[src/rtl/hdc_defs.svh]
`ifndef HDC_DEFS_SVH
`define HDC_DEFS_SVH

// --------------------
// hypervector sizes
// --------------------

// one hypervector, also the stream data width
`define HV_WIDTH        256
// xorshift output word
`define WORD_WIDTH      32
`define HV_WORDS        8
`define WORD_IDX_WIDTH  3

// item memory
`define ITEM_DEPTH      64
`define ITEM_ADDR_WIDTH 6

// --------------------
// register map
// --------------------
`define REG_ADDR_WIDTH  12
`define REG_MODE_ADDR   12'h000
`define REG_COUNT_ADDR  12'h004

// classic xorshift32 start value
`define XORSHIFT_SEED   32'd2463534242

`endif
[src/rtl/hdc_pkg.sv]
`include "hdc_defs.svh"

package hdc_pkg;

    // axi-lite slave states
    typedef enum logic [2:0] {
        st_init = 3'd0,
        st_aw   = 3'd1,
        st_w    = 3'd2,
        st_aww  = 3'd3,
        st_ar1  = 3'd4,
        st_ar2  = 3'd5
    } axil_state_e;

    // mode from the register block, 8 bits
    typedef struct packed {
        logic                        gen;
        logic                        run;
        logic [`ITEM_ADDR_WIDTH-1:0] item_count;
    } hdc_ctrl_t;

    // item memory write, 263 bits
    typedef struct packed {
        logic                        valid;
        logic [`ITEM_ADDR_WIDTH-1:0] addr;
        logic [`HV_WIDTH-1:0]        data;
    } hv_write_t;

    // one stream beat, 257 bits
    typedef struct packed {
        logic [`HV_WIDTH-1:0] data;
        logic                 last;
    } hv_beat_t;

endpackage

[src/rtl/hv_generator.sv]
`timescale 1ns/1ps
`default_nettype none

`include "hdc_defs.svh"

module hv_generator (
    input  logic               AXIS_ACLK,
    input  logic               S_AXI_ARESETN,
    input  hdc_pkg::hdc_ctrl_t ctrl,
    output hdc_pkg::hv_write_t wr,
    output logic               gen_done
);

    logic [`WORD_WIDTH-1:0]      xs_state;
    logic [`WORD_WIDTH-1:0]      xs_next;
    logic [`WORD_IDX_WIDTH-1:0]  word_idx;
    logic [`ITEM_ADDR_WIDTH-1:0] item_addr;
    logic [`HV_WIDTH-1:0]        hv_asm;
    logic [`HV_WIDTH-1:0]        hv_asm_next;
    logic                        last_word;

    // xorshift32, shifts 13 / 17 / 5
    function automatic logic [`WORD_WIDTH-1:0] xorshift_step(input logic [`WORD_WIDTH-1:0] x);
        logic [`WORD_WIDTH-1:0] y;
        y = x ^ (x << 13);
        y = y ^ (y >> 17);
        y = y ^ (y << 5);
        return y;
    endfunction

    assign xs_next   = xorshift_step(xs_state);
    assign last_word = (word_idx == `WORD_IDX_WIDTH'(`HV_WORDS - 1));

    // drop the fresh word into its slot, word 0 lowest
    always_comb begin
        hv_asm_next = hv_asm;
        hv_asm_next[word_idx * `WORD_WIDTH +: `WORD_WIDTH] = xs_next;
    end

    // --------------------
    // control counters
    // --------------------
    always_ff @(posedge AXIS_ACLK) begin
        // held at seed and zero outside gen
        if (!S_AXI_ARESETN || !ctrl.gen) begin
            xs_state  <= `XORSHIFT_SEED;
            word_idx  <= '0;
            item_addr <= '0;
            wr.valid  <= 1'b0;
            wr.addr   <= '0;
            gen_done  <= 1'b0;
        end else begin
            xs_state <= xs_next;
            word_idx <= word_idx + 1'b1;
            // eighth word in, write goes out next cycle
            wr.valid <= last_word;
            wr.addr  <= item_addr;
            gen_done <= last_word && (item_addr == ctrl.item_count);
            if (last_word) begin
                item_addr <= item_addr + 1'b1;
            end
        end
    end

    // assembly and write payload
    always_ff @(posedge AXIS_ACLK) begin
        hv_asm <= hv_asm_next;
        if (last_word) begin
            wr.data <= hv_asm_next;
        end
    end

    // items beyond item_count are never written
    a_addr_limit: assert property (@(posedge AXIS_ACLK) disable iff (!S_AXI_ARESETN)
        wr.valid |-> (wr.addr <= ctrl.item_count));

endmodule

`default_nettype wire

[config.mk]
export PLATFORM = sky130hd
export DESIGN_NAME = hv_generator
export DESIGN_NICKNAME = d
export VERILOG_FILES = /design/src/rtl/hdc_pkg.sv /design/src/rtl/hv_generator.sv
export VERILOG_INCLUDE_DIRS = /design/src /design/src/rtl
export SDC_FILE = /design/constraint.sdc
export NUM_CORES = 1
export LEC_CHECK = 0
export ABC_AREA = 1
export BUFFER_PORTS_ARGS = -buffer_cell sky130_fd_sc_hd__clkbuf_2
export CORE_MARGIN = 2
export CORE_UTILIZATION = 60
export CTS_CLUSTER_DIAMETER = 200
export DETAILED_ROUTE_END_ITERATION = 12
export PLACE_DENSITY = 0.83
export SYNTH_ARGS = -nofsm -noshare
export SYNTH_HDL_FRONTEND = slang
export SYNTH_SLANG_ARGS = --single-unit
[constraint.sdc]
create_clock -name AXIS_ACLK -period 11.24 [get_ports AXIS_ACLK]
set_input_delay 2.248 -clock AXIS_ACLK [delete_from_list [all_inputs] [get_ports AXIS_ACLK]]
set_output_delay 2.248 -clock AXIS_ACLK [all_outputs]
set_load 0.02 [all_outputs]
==> reports/results.tsv <==
metric	value	unit
status	finished clean	
setup.worst_path.class	reg2reg	
root_buffer	clkbuf_16	
synthCells	1783	
synth_top_area_share	0.403	
r2r_slack	7.11	ns
io_pins	274	
drcViolationCount	0	
p_clk_frac	0.380	
core_area	31500	sq um
fin_crit	4.13	ns
tightest_slew	1.20	ns
max-clock-path-buffers	3	
internal_power	3.49	mW
syn_to_final_growth	17.9	%
synth-xor-area-share	0.00964	
synth_simple_gate_area_frac	0.191	
netlist_top_cells_area	edfxtp_1 40%, dfxtp_1 32%, nand2_1 12%	
setup_viol	0	
grt_usage	0.286	
synth_flop_cell	dfxtp_1	
cp_data_required_time	11.47	ns
startpoint_type	register	
finalCritPeriodShare	0.367	
clock.fmax	242	MHz
grt_pass1_wl	73400	um
synth_common_cells	606 x nand2_1, 305 x dfxtp_1, 256 x edfxtp_1, 143 x nand3_1, 133 x o21ai_0	
post-route-util	0.715	
pre_cts_slack	7.17	ns
nets	2056	
synthMuxAreaShare	0	
drt_iter0_drc	1383	
peakVddDrop	0.150	mV
firstDrtPassIters	6	
cts_buffers	52	
path_max_fanout	87	
rows	65	
crit_path_end_kind	register	
vias	13800	
drt-wirelength-per-cell	19.2	um
syn_nets	1802	
avgSynthCellArea	10.7	sq um
htree_levels	2	
rsz0062_at_grt	no	
hold_path.class	reg2reg	
slew_viol_final	0	
clk_pin_slew	0.06	ns
grt_max_degree	92	
synth_top_family_by_area	simple AND/OR/NAND/NOR gates	
finalWirelength	47600	um
grt_pass1_vias	13400	
leakage	9.08	nW
cts-resized-gates	0	
combPwrFrac	0.134	
cts_tree	yes	
clock-sinks	561	
clk_latency	0.56	ns
swShare	0.266	
n_antenna_cell	0	
viasPerCell	5.57	
synth-seq-cells	561	
ys_warn_count	0	
cap_violations	0	
fp.dieH	182	um
hold_viol	0	
max_slew_margin	0.202	
die_x	182	um
drive_gt1_frac	0.182	
synth_fa_ha_area_frac	0.00590	
synth_area	19100	sq um
p_switching	1.27	mW
antenna_found_initial	0	
fin_tns_setup	0	ns
fin_skew	0.0147	ns
routabilityCongestion	0.885	
ys_seq_area_frac	0.723	
fp.dieArea	33200	sq um
power_density	211	nW/um^2
port_buffers	272	
ant_nets	0	
cts_setup_buffers	0	
yosysMostFrequentCell	nand2_1	
grt_remaining_overflow	0	
worstPathArrival	4.36	ns
synthArstFlopShare	0	
dp.final_hpwl	30500	um
ys_types	28	
worst_slack	7.11	ns
cts_hold_buf	0	
synth_area_leader_cell	edfxtp_1	
initial_core_util	0.606	
synth_edf_count	256	
seq_power_share	0.486	
synth-compound-area-share	0.0375	
## power groups by stage
stage | clock network (mW) | logic (mW) | registers, mW
6_report | 1.81 | 0.639 | 2.31
5_1_grt | 1.91 | 0.711 | 2.32
2_1_floorplan | 0 | 0.424 | 2.34
4_1_cts | 1.82 | 0.626 | 2.31
3_5_place_dp | 0 | 0.617 | 2.35
3_3_place_gp | 0 | 0.600 | 2.35
## flip-flops by register name, summed over array words and instances (netlist names)
signal / flops
gen_done: 1
hv_asm: 256
word_idx: 3
wr: 263
item_addr: 6
xs_state: 32
## worst paths after layout
check | start | cells past startpoint | end
max | word_idx[0]$_SDFF_PP0_ | 8 | wr[20]$_DFFE_PP_
min | hv_asm[213]$_DFF_P_ | 2 | hv_asm[213]$_DFF_P_
max reg2reg | word_idx[0]$_SDFF_PP0_ | 8 | wr[20]$_DFFE_PP_
min reg2reg | hv_asm[213]$_DFF_P_ | 2 | hv_asm[213]$_DFF_P_
## worst max-delay path, stage by stage (launching register included)
cell     delay (ns)
dfxtp_2        0.32
inv_2          0.03
buf_4          0.50
ha_2           0.29
buf_4          0.71
inv_2          0.73
nand4_1        0.34
buf_4          0.48
o21ai_0        0.30
## kinds of logic after synthesis
family | after synthesis
AOI/OAI and AO/OA | 141
xor gates and xnor gates | 21
adders and majority gates | 9
buffers and inverters | 163
DFF | 561
and+or+nand+nor | 888
## routing by layer
layer  vias up  track usage  wire length [um]
met4         0        0.117              1920
met1      6561        0.369             18600
met5         -            0                 0
met2       713        0.475             22800
li1       6417            -                 -
met3       126       0.0607              4300
## cell usage in the layout (no fill, tap or decap), drive strengths merged, types with 12 or more instances in the layout
cell | Yosys | layout
dfxtp | 305 | 305
inv | 75 | 79
o21ai | 134 | 134
nand4 | 29 | 29
buf | 14 | 12
clkbuf | 70 | 339
clkinv | 4 | 16
xnor2 | 18 | 18
nor2 | 91 | 91
nor3 | 13 | 13
edfxtp | 256 | 256
nand2 | 606 | 606
nand3 | 143 | 143
## metrics by stage
stage	hold slack, ns	instance area, sq um	total power, mW	std cells
floorplan	0.418	19100	2.76	1783
global placement	0.429	20700	2.95	2385
detailed placement	0.437	20700	2.97	2385
CTS	0.454	22500	4.75	2479
global route	0.470	22500	4.94	2479
finish	0.451	22500	4.76	2479
## area by class of cell
cell class / instances / area [sq um]
Timing Repair Buffer: 284 / 1450
Multi-Input combinational cell: 1059 / 4690
Tap cell: 402 / 503
Fill cell: 2090 / 8970
Inverter: 79 / 297
Sequential cell: 561 / 13800
Clock buffer: 67 / 1440
Clock inverter: 27 / 325
(Power assumes the default switching activity.)
