--- src/rtl/hdc_defs.svh ---
`ifndef HDC_DEFS_SVH
`define HDC_DEFS_SVH

// --------------------
// hypervector sizes
// --------------------

// one hypervector, also the stream data width
`define HV_WIDTH        256
// xorshift output word
`define WORD_WIDTH      32
`define HV_WORDS        8
`define WORD_IDX_WIDTH  3

// item memory
`define ITEM_DEPTH      64
`define ITEM_ADDR_WIDTH 6

// --------------------
// register map
// --------------------
`define REG_ADDR_WIDTH  12
`define REG_MODE_ADDR   12'h000
`define REG_COUNT_ADDR  12'h004

// classic xorshift32 start value
`define XORSHIFT_SEED   32'd2463534242

`endif
--- src/rtl/hdc_pkg.sv ---
`include "hdc_defs.svh"

package hdc_pkg;

    // axi-lite slave states
    typedef enum logic [2:0] {
        st_init = 3'd0,
        st_aw   = 3'd1,
        st_w    = 3'd2,
        st_aww  = 3'd3,
        st_ar1  = 3'd4,
        st_ar2  = 3'd5
    } axil_state_e;

    // mode from the register block, 8 bits
    typedef struct packed {
        logic                        gen;
        logic                        run;
        logic [`ITEM_ADDR_WIDTH-1:0] item_count;
    } hdc_ctrl_t;

    // item memory write, 263 bits
    typedef struct packed {
        logic                        valid;
        logic [`ITEM_ADDR_WIDTH-1:0] addr;
        logic [`HV_WIDTH-1:0]        data;
    } hv_write_t;

    // one stream beat, 257 bits
    typedef struct packed {
        logic [`HV_WIDTH-1:0] data;
        logic                 last;
    } hv_beat_t;

endpackage

--- src/rtl/axil_regs.sv ---
`timescale 1ns/1ps
`default_nettype none

`include "hdc_defs.svh"

module axil_regs (
    input  logic              AXIS_ACLK,
    input  logic              S_AXI_ARESETN,

    // write address
    input  logic [31:0]       S_AXI_AWADDR,
    input  logic              S_AXI_AWVALID,
    output logic              S_AXI_AWREADY,

    // write data
    input  logic [31:0]       S_AXI_WDATA,
    input  logic [3:0]        S_AXI_WSTRB,
    input  logic              S_AXI_WVALID,
    output logic              S_AXI_WREADY,

    // write response
    input  logic              S_AXI_BREADY,
    output logic [1:0]        S_AXI_BRESP,
    output logic              S_AXI_BVALID,

    // read address
    input  logic [31:0]       S_AXI_ARADDR,
    input  logic              S_AXI_ARVALID,
    output logic              S_AXI_ARREADY,

    // read data
    input  logic              S_AXI_RREADY,
    output logic [31:0]       S_AXI_RDATA,
    output logic [1:0]        S_AXI_RRESP,
    output logic              S_AXI_RVALID,

    // last item written by the generator
    input  logic              gen_done,
    output hdc_pkg::hdc_ctrl_t ctrl
);

    hdc_pkg::axil_state_e state;

    // word addresses only, low two bits dropped
    logic [`REG_ADDR_WIDTH-1:2] write_addr;
    logic [`REG_ADDR_WIDTH-1:2] read_addr;
    // both registers live in byte 0
    logic [7:0]                 write_data;
    logic                       write_strb;
    logic                       reg_write;

    // --------------------
    // handshake outputs
    // --------------------
    assign S_AXI_AWREADY = (state == hdc_pkg::st_init) || (state == hdc_pkg::st_w);
    assign S_AXI_WREADY  = (state == hdc_pkg::st_init) || (state == hdc_pkg::st_aw);
    // writes win in init, so no read accept while a write is offered
    assign S_AXI_ARREADY = (state == hdc_pkg::st_init) && !S_AXI_AWVALID && !S_AXI_WVALID;
    assign S_AXI_BVALID  = (state == hdc_pkg::st_aww);
    assign S_AXI_RVALID  = (state == hdc_pkg::st_ar2);
    // always OKAY
    assign S_AXI_BRESP   = 2'b00;
    assign S_AXI_RRESP   = 2'b00;

    // --------------------
    // slave state machine
    // --------------------
    always_ff @(posedge AXIS_ACLK) begin
        if (!S_AXI_ARESETN) begin
            state <= hdc_pkg::st_init;
        end else begin
            case (state)
                hdc_pkg::st_init: begin
                    if (S_AXI_AWVALID && S_AXI_WVALID) begin
                        state <= hdc_pkg::st_aww;
                    end else if (S_AXI_AWVALID) begin
                        state <= hdc_pkg::st_aw;
                    end else if (S_AXI_WVALID) begin
                        state <= hdc_pkg::st_w;
                    end else if (S_AXI_ARVALID) begin
                        state <= hdc_pkg::st_ar1;
                    end
                end
                // address seen, wait for data
                hdc_pkg::st_aw: if (S_AXI_WVALID) state <= hdc_pkg::st_aww;
                // data seen, wait for address
                hdc_pkg::st_w: if (S_AXI_AWVALID) state <= hdc_pkg::st_aww;
                hdc_pkg::st_aww: if (S_AXI_BREADY) state <= hdc_pkg::st_init;
                // one cycle to look up the read data
                hdc_pkg::st_ar1: state <= hdc_pkg::st_ar2;
                hdc_pkg::st_ar2: if (S_AXI_RREADY) state <= hdc_pkg::st_init;
                default: state <= hdc_pkg::st_init;
            endcase
        end
    end

    // address and data capture on each accepted half
    always_ff @(posedge AXIS_ACLK) begin
        if (S_AXI_AWVALID && S_AXI_AWREADY) begin
            write_addr <= S_AXI_AWADDR[`REG_ADDR_WIDTH-1:2];
        end
        if (S_AXI_WVALID && S_AXI_WREADY) begin
            write_data <= S_AXI_WDATA[7:0];
            write_strb <= S_AXI_WSTRB[0];
        end
        if (S_AXI_ARVALID && S_AXI_ARREADY) begin
            read_addr <= S_AXI_ARADDR[`REG_ADDR_WIDTH-1:2];
        end
    end

    // update on the edge leaving aww
    assign reg_write = (state == hdc_pkg::st_aww) && S_AXI_BREADY && write_strb;

    // --------------------
    // mode and count
    // --------------------
    always_ff @(posedge AXIS_ACLK) begin
        if (!S_AXI_ARESETN) begin
            ctrl <= '0;
        end else begin
            // generator finished, gen drops by itself
            if (gen_done) begin
                ctrl.gen <= 1'b0;
            end
            // a bus write takes priority over gen_done
            if (reg_write && ({write_addr, 2'b00} == `REG_MODE_ADDR)) begin
                ctrl.gen <= write_data[0];
                ctrl.run <= write_data[1];
            end
            if (reg_write && ({write_addr, 2'b00} == `REG_COUNT_ADDR)) begin
                ctrl.item_count <= write_data[`ITEM_ADDR_WIDTH-1:0];
            end
        end
    end

    // readback, registered on the edge into ar2
    always_ff @(posedge AXIS_ACLK) begin
        if (state == hdc_pkg::st_ar1) begin
            case ({read_addr, 2'b00})
                `REG_MODE_ADDR:  S_AXI_RDATA <= 32'({ctrl.run, ctrl.gen});
                `REG_COUNT_ADDR: S_AXI_RDATA <= 32'(ctrl.item_count);
                default:         S_AXI_RDATA <= '0;
            endcase
        end
    end

    // generator must not report done outside gen
    a_done_in_gen: assert property (@(posedge AXIS_ACLK) disable iff (!S_AXI_ARESETN)
        gen_done |-> ctrl.gen);

endmodule

`default_nettype wire

--- config.mk ---
export PLATFORM = sky130hd
export DESIGN_NAME = axil_regs
export DESIGN_NICKNAME = d
export VERILOG_FILES = /design/src/rtl/hdc_pkg.sv /design/src/rtl/axil_regs.sv
export VERILOG_INCLUDE_DIRS = /design/src /design/src/rtl
export SDC_FILE = /design/constraint.sdc
export NUM_CORES = 1
export LEC_CHECK = 0
export BUFFER_PORTS_ARGS = -buffer_cell sky130_fd_sc_hd__buf_2
export CAP_MARGIN = 15
export CORE_UTILIZATION = 34
export DETAILED_ROUTE_END_ITERATION = 12
export PLACE_DENSITY = 0.77
export SYNTH_ARGS = -nofsm -noshare
export SYNTH_HDL_FRONTEND = slang
export SYNTH_SLANG_ARGS = --single-unit
--- constraint.sdc ---
create_clock -name AXIS_ACLK -period 1.55 [get_ports AXIS_ACLK]
set_input_delay 0.155 -clock AXIS_ACLK [delete_from_list [all_inputs] [get_ports AXIS_ACLK]]
set_output_delay 0.155 -clock AXIS_ACLK [all_outputs]
set_load 0.1 [all_outputs]
==> results.tsv <==
stage	metric	value	unit
worst_setup_path	worstPathRequired	1780	ps
routing	vias_per_cell	4.02	
worst_setup_path	r2r_cells	4	
timing	fin_crit_sh	105	%
logic_synthesis	syn_avg_cell_area	12.8	sq um
cts	cts_tree	yes	
global_route	grt_pass1_vias	1022	
place	portBuffers	53	
cts	clkTransAtPathRegs	90	ps
cts	cts.sinks	44	
worst_hold_path	whs_path_depth	1	
cts	clk_latency	300	ps
timing	setup-tns-final	-487	ps
routing	antenna_left	0	
flow_run	drv_cap	0	
logic_synthesis	synth-seq-cells	44	
global_route	grt_overflow	0	
timing	whs	26.1	ps
global_route	grt_use_total	10.8	%
timing	finClkSkew	6.67	ps
logic_synthesis	ys_seq_area_share	64.9	%
layout	final_nets	315	
logic_synthesis	netlist_instances	146	
pwr	p_switching	0.000891	W
floorplan	dieArea	5790	sq um
routing	vias	1118	
routing	wl_per_cell	10.7	um
global_route	grt_first_pass_wirelength	4710	um
timing	max_freq	614	MHz
pwr	p_leak	0.934	nW
layout	layout_common_cells	buf_2, edfxtp_1, conb_1, nand2_1, dfxtp_1	
global_route	grt_start_max_net_pins	17	
pwr	power_frac_seq	50.8	%
routing	drcViolationCount	0	
place	dpl.hpwl	2360	um
layout	layout_commonest_cell	buf_2	
floorplan	start_util	35.8	%
global_route	antenna_found_initial	0	
cts	cts_made_buffers	5	
timing	fin_crit	1630	ps
worst_setup_path	cp-end-kind	register	
worst_hold_path	hold_start	S_AXI_AWADDR[6]	
logic_synthesis	synth_area	1870	sq um
pwr	pwr-share-clk	27.9	%
floorplan	core_area	5200	sq um
cts	cts_buffer_depth	2	
timing	hold_violations	0	
layout	syn_to_final_growth	24.2	%
logic_synthesis	synthDistinctLibCells	26	
cts	h-tree-depth	2	
timing	setup_viol	8	
routing	wirelength	2970	um
pwr	p_int	0.00173	W
worst_hold_path	min_to	write_addr[6]	
outcome	violations	negative setup slack	
worst_setup_path	r2r_end	ctrl[1]	
cts	cts_setup_buffers	0	
layout	antennaDiodeCount	0	
worst_hold_path	hold_path_class	in2reg	
timing	setup_ws	-79.8	ps
worst_setup_path	critical_path_class	reg2reg	
pwr	combPwrFrac	21.3	%
floorplan	io_pins	157	
logic_synthesis	ys_warn_count	0	
timing	rsz0062_at_grt	yes	
outcome	outcome	finished, violations left	
worst_setup_path	worstPathMaxFanout	6	
worst_setup_path	arrival	1860	ps
routing	drtIter0Drc	43	
pwr	vdd_drop_max	0.000771	V
pwr	power_density	1130	nW/um^2
worst_setup_path	cp-start-kind	register	
pwr	swShare	34.0	%
floorplan	std_cell_rows	26	
worst_setup_path	r2r_start	write_addr[10]	
layout	drive_gt1_share	38.0	%
floorplan	die_width	76.1	um
place	gp_congestion	0.733	
floorplan	fp.dieH	76.1	um
cts	hold_buffers	0	
cts	root_buffer	clkbuf_8	
layout	nFillCells	498	
routing	drt-pass1-iter-count	4	
timing	slew_viol_final	0	
worst_setup_path	rrSetupSlack	-80	ps
-- state kept, by name, indices dropped and copies added (netlist names) --
| signal | flops |
|---|---|
| state | 3 |
| S_AXI_RDATA | 6 |
| write_addr | 10 |
| write_data | 6 |
| write_strb | 1 |
| read_addr | 10 |
| ctrl | 8 |
-- metrics by stage --
step	utilization (%)	cell area (sq um)	std cells	setup slack (ps)	total power, W
2_1_floorplan	-	2020	175	-111	0.00189
3_3_place_gp	42.4	2200	270	-47.7	0.00190
3_5_place_dp	42.4	2200	270	-107	0.00191
4_1_cts	44.4	2310	278	-109	0.00264
5_1_grt	44.5	2320	278	-150	0.00270
6_report	44.5	2320	278	-79.8	0.00262
-- synthesized netlist by cell type --
cell,instances,area [sq um]
and2_1,3,18.8
conb_1,1,3.75
or4b_1,1,10.0
nor3_1,3,15.0
clkbuf_1,4,15.0
a21oi_1,3,15.0
nor4_1,1,6.26
and3b_1,1,8.76
nand3b_1,2,15.0
nand2_1,16,60.1
or4_1,1,7.51
o21bai_1,1,7.51
edfxtp_1,33,991
inv_1,5,18.8
or4_4,1,11.3
mux2i_1,10,100
nand4_1,1,6.26
nor2_1,11,41.3
buf_4,30,225
nor4_2,1,12.5
nand3_1,2,10.0
nor4_4,1,21.3
and3_1,1,6.26
or4bb_1,1,11.3
dfxtp_1,11,220
nor3b_1,1,7.51
-- layer usage --
metal	up-vias	routed length (um)	GRT usage [%]
li1	566	-	-
met2	62	1480	17.5
met3	5	227	3.83
met5	-	0	0
met4	0	45	5.77
met1	485	1220	12.6
-- power by group through the flow --
stage	registers, W	clock network, W	logic [W]
2_1_floorplan	0.00137	0	0.000515
3_3_place_gp	0.00135	0	0.000551
3_5_place_dp	0.00136	0	0.000556
4_1_cts	0.00133	0.000750	0.000558
5_1_grt	0.00133	0.000792	0.000578
6_report	0.00133	0.000731	0.000558
-- worst max-delay path: stages, from the launching register on --
cell and delay, ps:
edfxtp_1 380, or4b_4 560, nor4_4 270, buf_6 170, mux2i_1 180
-- logic make-up (layout without fill, tap and decap cells) --
kind of cell / after synthesis / count (layout) / share of synthesized area (%)
and+or+nand+nor: 48 / 48 / 14.4
DFF: 44 / 44 / 64.9
buffers and inverters: 39 / 72 / 13.9
muxes: 10 / 10 / 5.37
AOI/OAI and AO/OA: 4 / 4 / 1.21
other: 1 / 30 / 0.201
-- cell type report --
class                   instances  area [sq um]  area share, %
repair buffers                 59           362           15.6
flip-flops and latches         44          1210           52.3
clock buffers                   5          68.8           2.97
multi-input cells              92           544           23.5
well taps                      70          87.6           3.78
clock inverters                 3          25.0           1.08
inverters                       5          18.8          0.810
-- worst max-delay path by stage --
stage | start | endpoint
after floorplan | write_addr[4] | ctrl[2]
after global placement | write_addr[4] | ctrl[0]
after detailed placement | write_addr[4] | ctrl[2]
after CTS | write_addr[10] | ctrl[1]
after global routing | write_addr[10] | ctrl[0]
final | write_addr[10] | ctrl[1]
-- timing repair --
item / 4_1_cts / 5_1_grt
pin swaps: 3 / 0
setup endpoints to repair: 8 / 10
gates resized for setup: 3 / 2
hold endpoints to repair: 0 / 0
Power figures use the tool's default switching activity.
