### config.mk
export PLATFORM = sky130hd
export DESIGN_NAME = item_lookup_stream
export DESIGN_NICKNAME = d
export VERILOG_FILES = /design/src/rtl/hdc_pkg.sv /design/src/rtl/item_lookup_stream.sv
export VERILOG_INCLUDE_DIRS = /design/src /design/src/rtl
export SDC_FILE = /design/constraint.sdc
export NUM_CORES = 1
export LEC_CHECK = 0
export BUFFER_PORTS_ARGS = -buffer_cell sky130_fd_sc_hd__clkbuf_2
export CAP_MARGIN = 25
export CELL_PAD_IN_SITES_DETAIL_PLACEMENT = 0
export CELL_PAD_IN_SITES_GLOBAL_PLACEMENT = 1
export CORE_AREA = 4 4 308 310
export DETAILED_ROUTE_END_ITERATION = 16
export DIE_AREA = 0 0 312 314
export PLACE_DENSITY_LB_ADDON = 0.1
export SLEW_MARGIN = 20
export SYNTH_ARGS = -nofsm -noshare
export SYNTH_HDL_FRONTEND = slang
export SYNTH_SLANG_ARGS = --single-unit
### constraint.sdc
create_clock -name AXIS_ACLK -period 10.02 [get_ports AXIS_ACLK]
set_clock_uncertainty 0.1 [all_clocks]
set_input_delay 2.505 -clock AXIS_ACLK [delete_from_list [all_inputs] [get_ports AXIS_ACLK]]
set_output_delay 2.505 -clock AXIS_ACLK [all_outputs]
set_load 0.02 [all_outputs]
### src/rtl/hdc_defs.svh
`ifndef HDC_DEFS_SVH
`define HDC_DEFS_SVH

// --------------------
// hypervector sizes
// --------------------

// one hypervector, also the stream data width
`define HV_WIDTH        256
// xorshift output word
`define WORD_WIDTH      32
`define HV_WORDS        8
`define WORD_IDX_WIDTH  3

// item memory
`define ITEM_DEPTH      64
`define ITEM_ADDR_WIDTH 6

// --------------------
// register map
// --------------------
`define REG_ADDR_WIDTH  12
`define REG_MODE_ADDR   12'h000
`define REG_COUNT_ADDR  12'h004

// classic xorshift32 start value
`define XORSHIFT_SEED   32'd2463534242

`endif
### src/rtl/hdc_pkg.sv
`include "hdc_defs.svh"

package hdc_pkg;

    // axi-lite slave states
    typedef enum logic [2:0] {
        st_init = 3'd0,
        st_aw   = 3'd1,
        st_w    = 3'd2,
        st_aww  = 3'd3,
        st_ar1  = 3'd4,
        st_ar2  = 3'd5
    } axil_state_e;

    // mode from the register block, 8 bits
    typedef struct packed {
        logic                        gen;
        logic                        run;
        logic [`ITEM_ADDR_WIDTH-1:0] item_count;
    } hdc_ctrl_t;

    // item memory write, 263 bits
    typedef struct packed {
        logic                        valid;
        logic [`ITEM_ADDR_WIDTH-1:0] addr;
        logic [`HV_WIDTH-1:0]        data;
    } hv_write_t;

    // one stream beat, 257 bits
    typedef struct packed {
        logic [`HV_WIDTH-1:0] data;
        logic                 last;
    } hv_beat_t;

endpackage

### src/rtl/item_lookup_stream.sv
`timescale 1ns/1ps
`default_nettype none

`include "hdc_defs.svh"

module item_lookup_stream (
    input  logic                         AXIS_ACLK,
    input  logic                         S_AXI_ARESETN,
    input  hdc_pkg::hdc_ctrl_t           ctrl,

    // index stream in
    input  logic [`HV_WIDTH-1:0]         S_AXIS_TDATA,
    input  logic                         S_AXIS_TLAST,
    input  logic                         S_AXIS_TVALID,
    output logic                         S_AXIS_TREADY,

    // hypervector stream out
    output logic [`HV_WIDTH-1:0]         M_AXIS_TDATA,
    output logic                         M_AXIS_TLAST,
    output logic                         M_AXIS_TVALID,
    input  logic                         M_AXIS_TREADY,

    // item memory read
    output logic [`ITEM_ADDR_WIDTH-1:0]  rd_addr,
    input  logic [`HV_WIDTH-1:0]         rd_data
);

    hdc_pkg::hv_beat_t out_beat;
    logic              in_fire;

    // accept only in run, and when the output slot frees up
    assign S_AXIS_TREADY = ctrl.run && (!M_AXIS_TVALID || M_AXIS_TREADY);
    assign in_fire       = S_AXIS_TVALID && S_AXIS_TREADY;

    // item index in the low bits
    assign rd_addr = S_AXIS_TDATA[`ITEM_ADDR_WIDTH-1:0];

    // --------------------
    // output register
    // --------------------
    always_ff @(posedge AXIS_ACLK) begin
        if (!S_AXI_ARESETN) begin
            M_AXIS_TVALID <= 1'b0;
        end else if (in_fire) begin
            M_AXIS_TVALID <= 1'b1;
        end else if (M_AXIS_TREADY) begin
            M_AXIS_TVALID <= 1'b0;
        end
    end

    // beat payload, held while stalled
    always_ff @(posedge AXIS_ACLK) begin
        if (in_fire) begin
            out_beat <= '{data: rd_data, last: S_AXIS_TLAST};
        end
    end

    assign M_AXIS_TDATA = out_beat.data;
    assign M_AXIS_TLAST = out_beat.last;

    // beat must hold under back-pressure
    a_stall_stable: assert property (@(posedge AXIS_ACLK) disable iff (!S_AXI_ARESETN)
        (M_AXIS_TVALID && !M_AXIS_TREADY) |=>
            (M_AXIS_TVALID && $stable(M_AXIS_TDATA) && $stable(M_AXIS_TLAST)));

endmodule

`default_nettype wire

==> impl_metrics.ini, run 1 <==
[cells_and_area]
nets = 1353
final_common_cell = clkbuf_2
finalInstanceArea_um2 = 13300
fin_cells = 2045
area_delta_synth_final_pct = 69.6
final_util_pct = 14.5
final_cell_mix = clkbuf_2, edfxtp_1, clkbuf_16
layout-drive-gt1-share_pct = 69.0

[pwr]
power_density_nw_per_um2 = 221
irDropWorstVdd_mv = 0.109
leakagePower_nw = 5.30
power_mw = 2.94

[clock_network]
numCtsBuffers = 40
cts_max_path_buffers = 3
ctsResizeCount = 0
clock-root-buffer = clkbuf_16
postCtsSetupBuffers = 0
cts_sinks = 258
clk_pin_slew_ns = 0.05
cts_tree = built
clk_latency_ns = 0.54
cts_hold_buf = 0
h-tree-depth = 2

[grt]
grt.overflow.total = 0
grt_antenna_before_repair = 24
grt_first_pass_wirelength_mm = 49.5
grt_pass1_vias = 5652
grt_usage_pct = 7.35
grt_max_degree = 142

[placed_design]
placed_cells = 1972
dp_slack_ns = 4.36
placed_cell_area_um2 = 11900
io_buffers = 520
hpwl_mm = 29.5
gp_congestion = 0.696

[sta]
drv_slew = 0
fin_ws_ns = 4.38
clock.fmax_ghz = 0.177
worst_pin_slew_ns = 0.976
timing.final.crit_share_pct = 56.3
hold_violations = 0
rsz0062_at_grt = no
hold_ws_ns = 0.411
min_period_ns = 5.64
setup_violations = 0
tns_ns = 0
relSlewSlack_pct = 34.9

[die]
rows = 111
core_um2 = 91700
die_area_um2 = 98000
initial_core_util_pct = 8.55
die_y_um = 314
pin_count = 790
die_w_um = 312

[flow_run]
cap_violations = 0

[routing]
drcViolationCount = 0
first_pass_iters = 4
totalWireLength_mm = 37.4
num_vias = 5118
wl_per_cell_um = 18.3
drt_iter0_drc = 215
ant_nets = 0
routed_via_density = 2.50

[synth]
yosys_warnings = 0
synth-seq-cells = 258
syn_inst = 269
avgSynthCellArea_um2 = 29.1
ys_seq_area_share_pct = 98.7
netlist_area_um2 = 7840
yosysUniqueCellTypes = 8
synth_nets = 794

[min_path]
hold_depth = 2
hold_class = flip-flop to flip-flop

[setup_path]
critPathKind = input pin to primary output
cp.required_ns = 7.42
reg2reg_slack_ns = 7.37
worstSetupStartpointType = input pin
cp_max_fo = 3
crit_path_end_kind = primary output
cp.arrival_ns = 3.04
reg2reg_depth = 4

[run_status]
status = complete, no violations
[synth_stat cells, drive strengths merged]
cell type | n | area share (%)
nand2b | 1 | 0.18
buf | 6 | 0.57
dfxtp | 1 | 0.26
a21boi | 1 | 0.14
nand2 | 1 | 0.080
and2 | 1 | 0.11
nor2b | 1 | 0.18
edfxtp | 257 | 98
[flip-flops by register name, indices dropped and copies added, names as in the netlist]
signal,flops
M_AXIS_TDATA,256
M_AXIS_TLAST,1
M_AXIS_TVALID,1
[worst paths after layout]
| kind | startpoint | to |
|---|---|---|
| max | M_AXIS_TREADY | S_AXIS_TREADY |
| min | M_AXIS_TVALID$_SDFFE_PN0P_ | M_AXIS_TVALID$_SDFFE_PN0P_ |
| max reg2reg | M_AXIS_TVALID$_SDFFE_PN0P_ | M_AXIS_TDATA[204]$_DFFE_PP_ |
| min reg2reg | M_AXIS_TVALID$_SDFFE_PN0P_ | M_AXIS_TVALID$_SDFFE_PN0P_ |
[power by group]
part | internal [mW] | switching, mW | leakage, nW
Sequential | 1.25 | 0.0131 | 2.41
Combinational | 0.0645 | 0.122 | 2.21
Clock | 0.947 | 0.548 | 0.677
Total | 2.26 | 0.683 | 5.30
[cell type report]
class | count | area (um^2)
Clock inverter | 27 | 334
Timing Repair Buffer | 523 | 2640
Antenna cell | 2 | 5.00
Tap cell | 1186 | 1480
Multi-Input combinational cell | 5 | 53.8
Sequential cell | 258 | 7740
Clock buffer | 44 | 1040
Fill cell | 10300 | 78400
[routing by layer]
layer  routed length (um)  global-route usage [%]  up-vias
li1                     -                       -     2225
met1                14200                    8.14     2413
met5                  139                       0        -
met3                 5780                    5.37       83
met4                 1040                    2.48       22
met2                16200                    11.0      375
[kinds of logic after synthesis]
| kind of cell | after synthesis | synth area share (%) |
|---|---|---|
| compound gates | 1 | 0.144 |
| buf+inv | 6 | 0.575 |
| flops | 258 | 98.7 |
| simple gates | 4 | 0.543 |
[worst max-delay path, stage by stage]
cell	delay [ns]
clkbuf_2	0.08
nand2b_4	0.14
and2_4	0.15
clkbuf_2	0.15
No activity file was read; power rests on OpenSTA's default activity.
==> run 2: changes to the inputs <==
CORE_AREA = 4 4 301 303   (was 4 4 308 310)
DIE_AREA = 0 0 305 307   (was 0 0 312 314)
clock period = 5.4 ns   (was 10.02 ns; I/O delays follow)
==> run 2 against run 1 <==
Net effect: final cell count fell by 0.93%; routed wire length fell by 1.3%; setup slack got worse by 2.3 ns; critical path depth did not move; clock power rose by 61%; non-clock buffer count rose by 3; sequential power rose by 86%; power rose by 73%; flip-flop and latch count did not move; via count rose by 0.64%; die area fell by 4.4%; largest cell class unchanged; highest routed layer unchanged.
==> impl_metrics.ini, run 2 (synthesis results as in run 1) <==
[pwr]
clock_power_share_pct = 47.3
irDropWorstVdd_mv = 0.192
swShare_pct = 24.1
pwr-share-seq_pct = 45.8
switchingPower_mw = 1.23
p_int_mw = 3.87
leakagePower_nw = 5.22
power_density_nw_per_um2 = 388
power_frac_comb_pct = 6.8

[cells_and_area]
area_delta_synth_final_pct = 67.6
nets = 1354
final_common_cell = clkbuf_2
largest_reg_flops = 256
nFillCells = 9859
final_util_pct = 14.9
final_cell_mix = clkbuf_2, edfxtp_1, clkbuf_16
finalInstanceArea_um2 = 13100
layout-drive-gt1-share_pct = 68.0

[sta]
relSlewSlack_pct = 42.5
hold_violations = 0
drv_slew = 0
tns_ns = 0
min_period_ns = 3.33
rsz0062_at_grt = no
timing.final.crit_share_pct = 61.6
setup_violations = 0
clock.fmax_ghz = 0.301
fin_ws_ns = 2.07
worst_pin_slew_ns = 0.861

[run_status]
status = complete, no violations

[die]
die_y_um = 307
pin_count = 790
initial_core_util_pct = 8.91
die_w_um = 305
rows = 109
core_um2 = 88000
die_area_um2 = 93600

[setup_path]
reg2reg_from = M_AXIS_TVALID$_SDFFE_PN0P_
cp.required_ns = 3.95
reg2reg_to = M_AXIS_TDATA[77]$_DFFE_PP_
crit_path_end_kind = primary output
critPathKind = input pin to primary output
cp_max_fo = 3
reg2reg_slack_ns = 3.22
reg2reg_depth = 3
cp.arrival_ns = 1.88
critPathLaunch = M_AXIS_TREADY
worstSetupStartpointType = input pin

[clock_network]
clock-root-buffer = clkbuf_16
ctsResizeCount = 0
cts_tree = built
cts_hold_buf = 0
clk_pin_slew_ns = 0.06
h-tree-depth = 2
postCtsSetupBuffers = 0
cts_sinks = 258
cts_max_path_buffers = 3
numCtsBuffers = 38
clk_latency_ns = 0.54

[routing]
dr_wl_met2_mm = 15.8
highest_layer = met5
wl_met3_mm = 6.30
first_pass_iters = 4
drcViolationCount = 0
routed_via_density = 2.54
totalWireLength_mm = 36.9
drt_iter0_drc = 118
ant_nets = 0
wl_per_cell_um = 18.2
num_vias = 5151
drt-met1-wl_mm = 13.5

[grt]
grt_pass1_vias = 5612
grt_max_degree = 66
grt_first_pass_wirelength_mm = 48.7
grt_usage_pct = 7.54
grt.overflow.total = 0
grt_antenna_before_repair = 35

[min_path]
hold_depth = 2
hold_class = flip-flop to flip-flop
hold_end = M_AXIS_TVALID$_SDFFE_PN0P_
min_from = M_AXIS_TVALID$_SDFFE_PN0P_

[placed_design]
dp_slack_ns = 1.98
io_buffers = 520
placed_cell_area_um2 = 11900
gp_congestion = 0.670
hpwl_mm = 29.7

[flow_run]
cap_violations = 0
[run 2: cell types whose count changed in the layout (fill, tap and decap cells not counted), moves of 2 or more]
cell       previous run  this run
clkbuf_8              0         3
clkinv_2             12         3
buf_12                1         3
clkbuf_1              3         9
clkbuf_16            41        38
diode_2               2         4
bufinv_16             8         2
clkinv_1              5         7
inv_6                 0         2
clkinv_4              0         2
[run 2: how the worst max path moves through the flow]
stage / slack (ns) / end
6_report: 2.07 / S_AXIS_TREADY
5_1_grt: 2.05 / S_AXIS_TREADY
4_1_cts: 2.07 / S_AXIS_TREADY
3_5_place_dp: 1.98 / M_AXIS_TDATA[77]$_DFFE_PP_
3_3_place_gp: 1.99 / M_AXIS_TDATA[153]$_DFFE_PP_
2_1_floorplan: -0.45 / M_AXIS_TDATA[0]$_DFFE_PP_
[run 2: per-layer routing]
layer	track usage, %	vias up
met5	0	-
met1	7.98	2405
met4	2.35	46
li1	-	2232
met3	6.49	95
met2	11.1	373
[run 2: cell type report]
cell class	count	area [um^2]	area share, %
antenna	4	10.0	0.0762
clock buffer	50	1030	7.81
tap	1165	1460	11.1
clock inverter	18	160	1.22
timing repair buffer	526	2690	20.4
sequential	258	7740	58.9
multi-input combinational	5	53.8	0.410
[run 2: critical path, stage by stage]
cell and delay (ns):
clkbuf_2 0.08, nand2b_4 0.14, and2_4 0.15, clkbuf_2 0.15
[run 2: stage by stage]
step	power [mW]	std cells	hold WS, ns
CTS	5.27	2022	0.487
global placement	2.74	1954	0.472
global route	5.37	2022	0.501
finish	5.10	2026	0.454
detailed placement	2.74	1954	0.476
floorplan	2.53	269	0.473
[run 2: power groups by stage]
stage	sequential, mW	combinational [mW]	clock, mW
after detailed placement	2.38	0.363	0
after global placement	2.38	0.365	0
after global routing	2.34	0.378	2.65
after CTS	2.34	0.363	2.57
final	2.34	0.347	2.41
after floorplan	2.49	0.0387	0
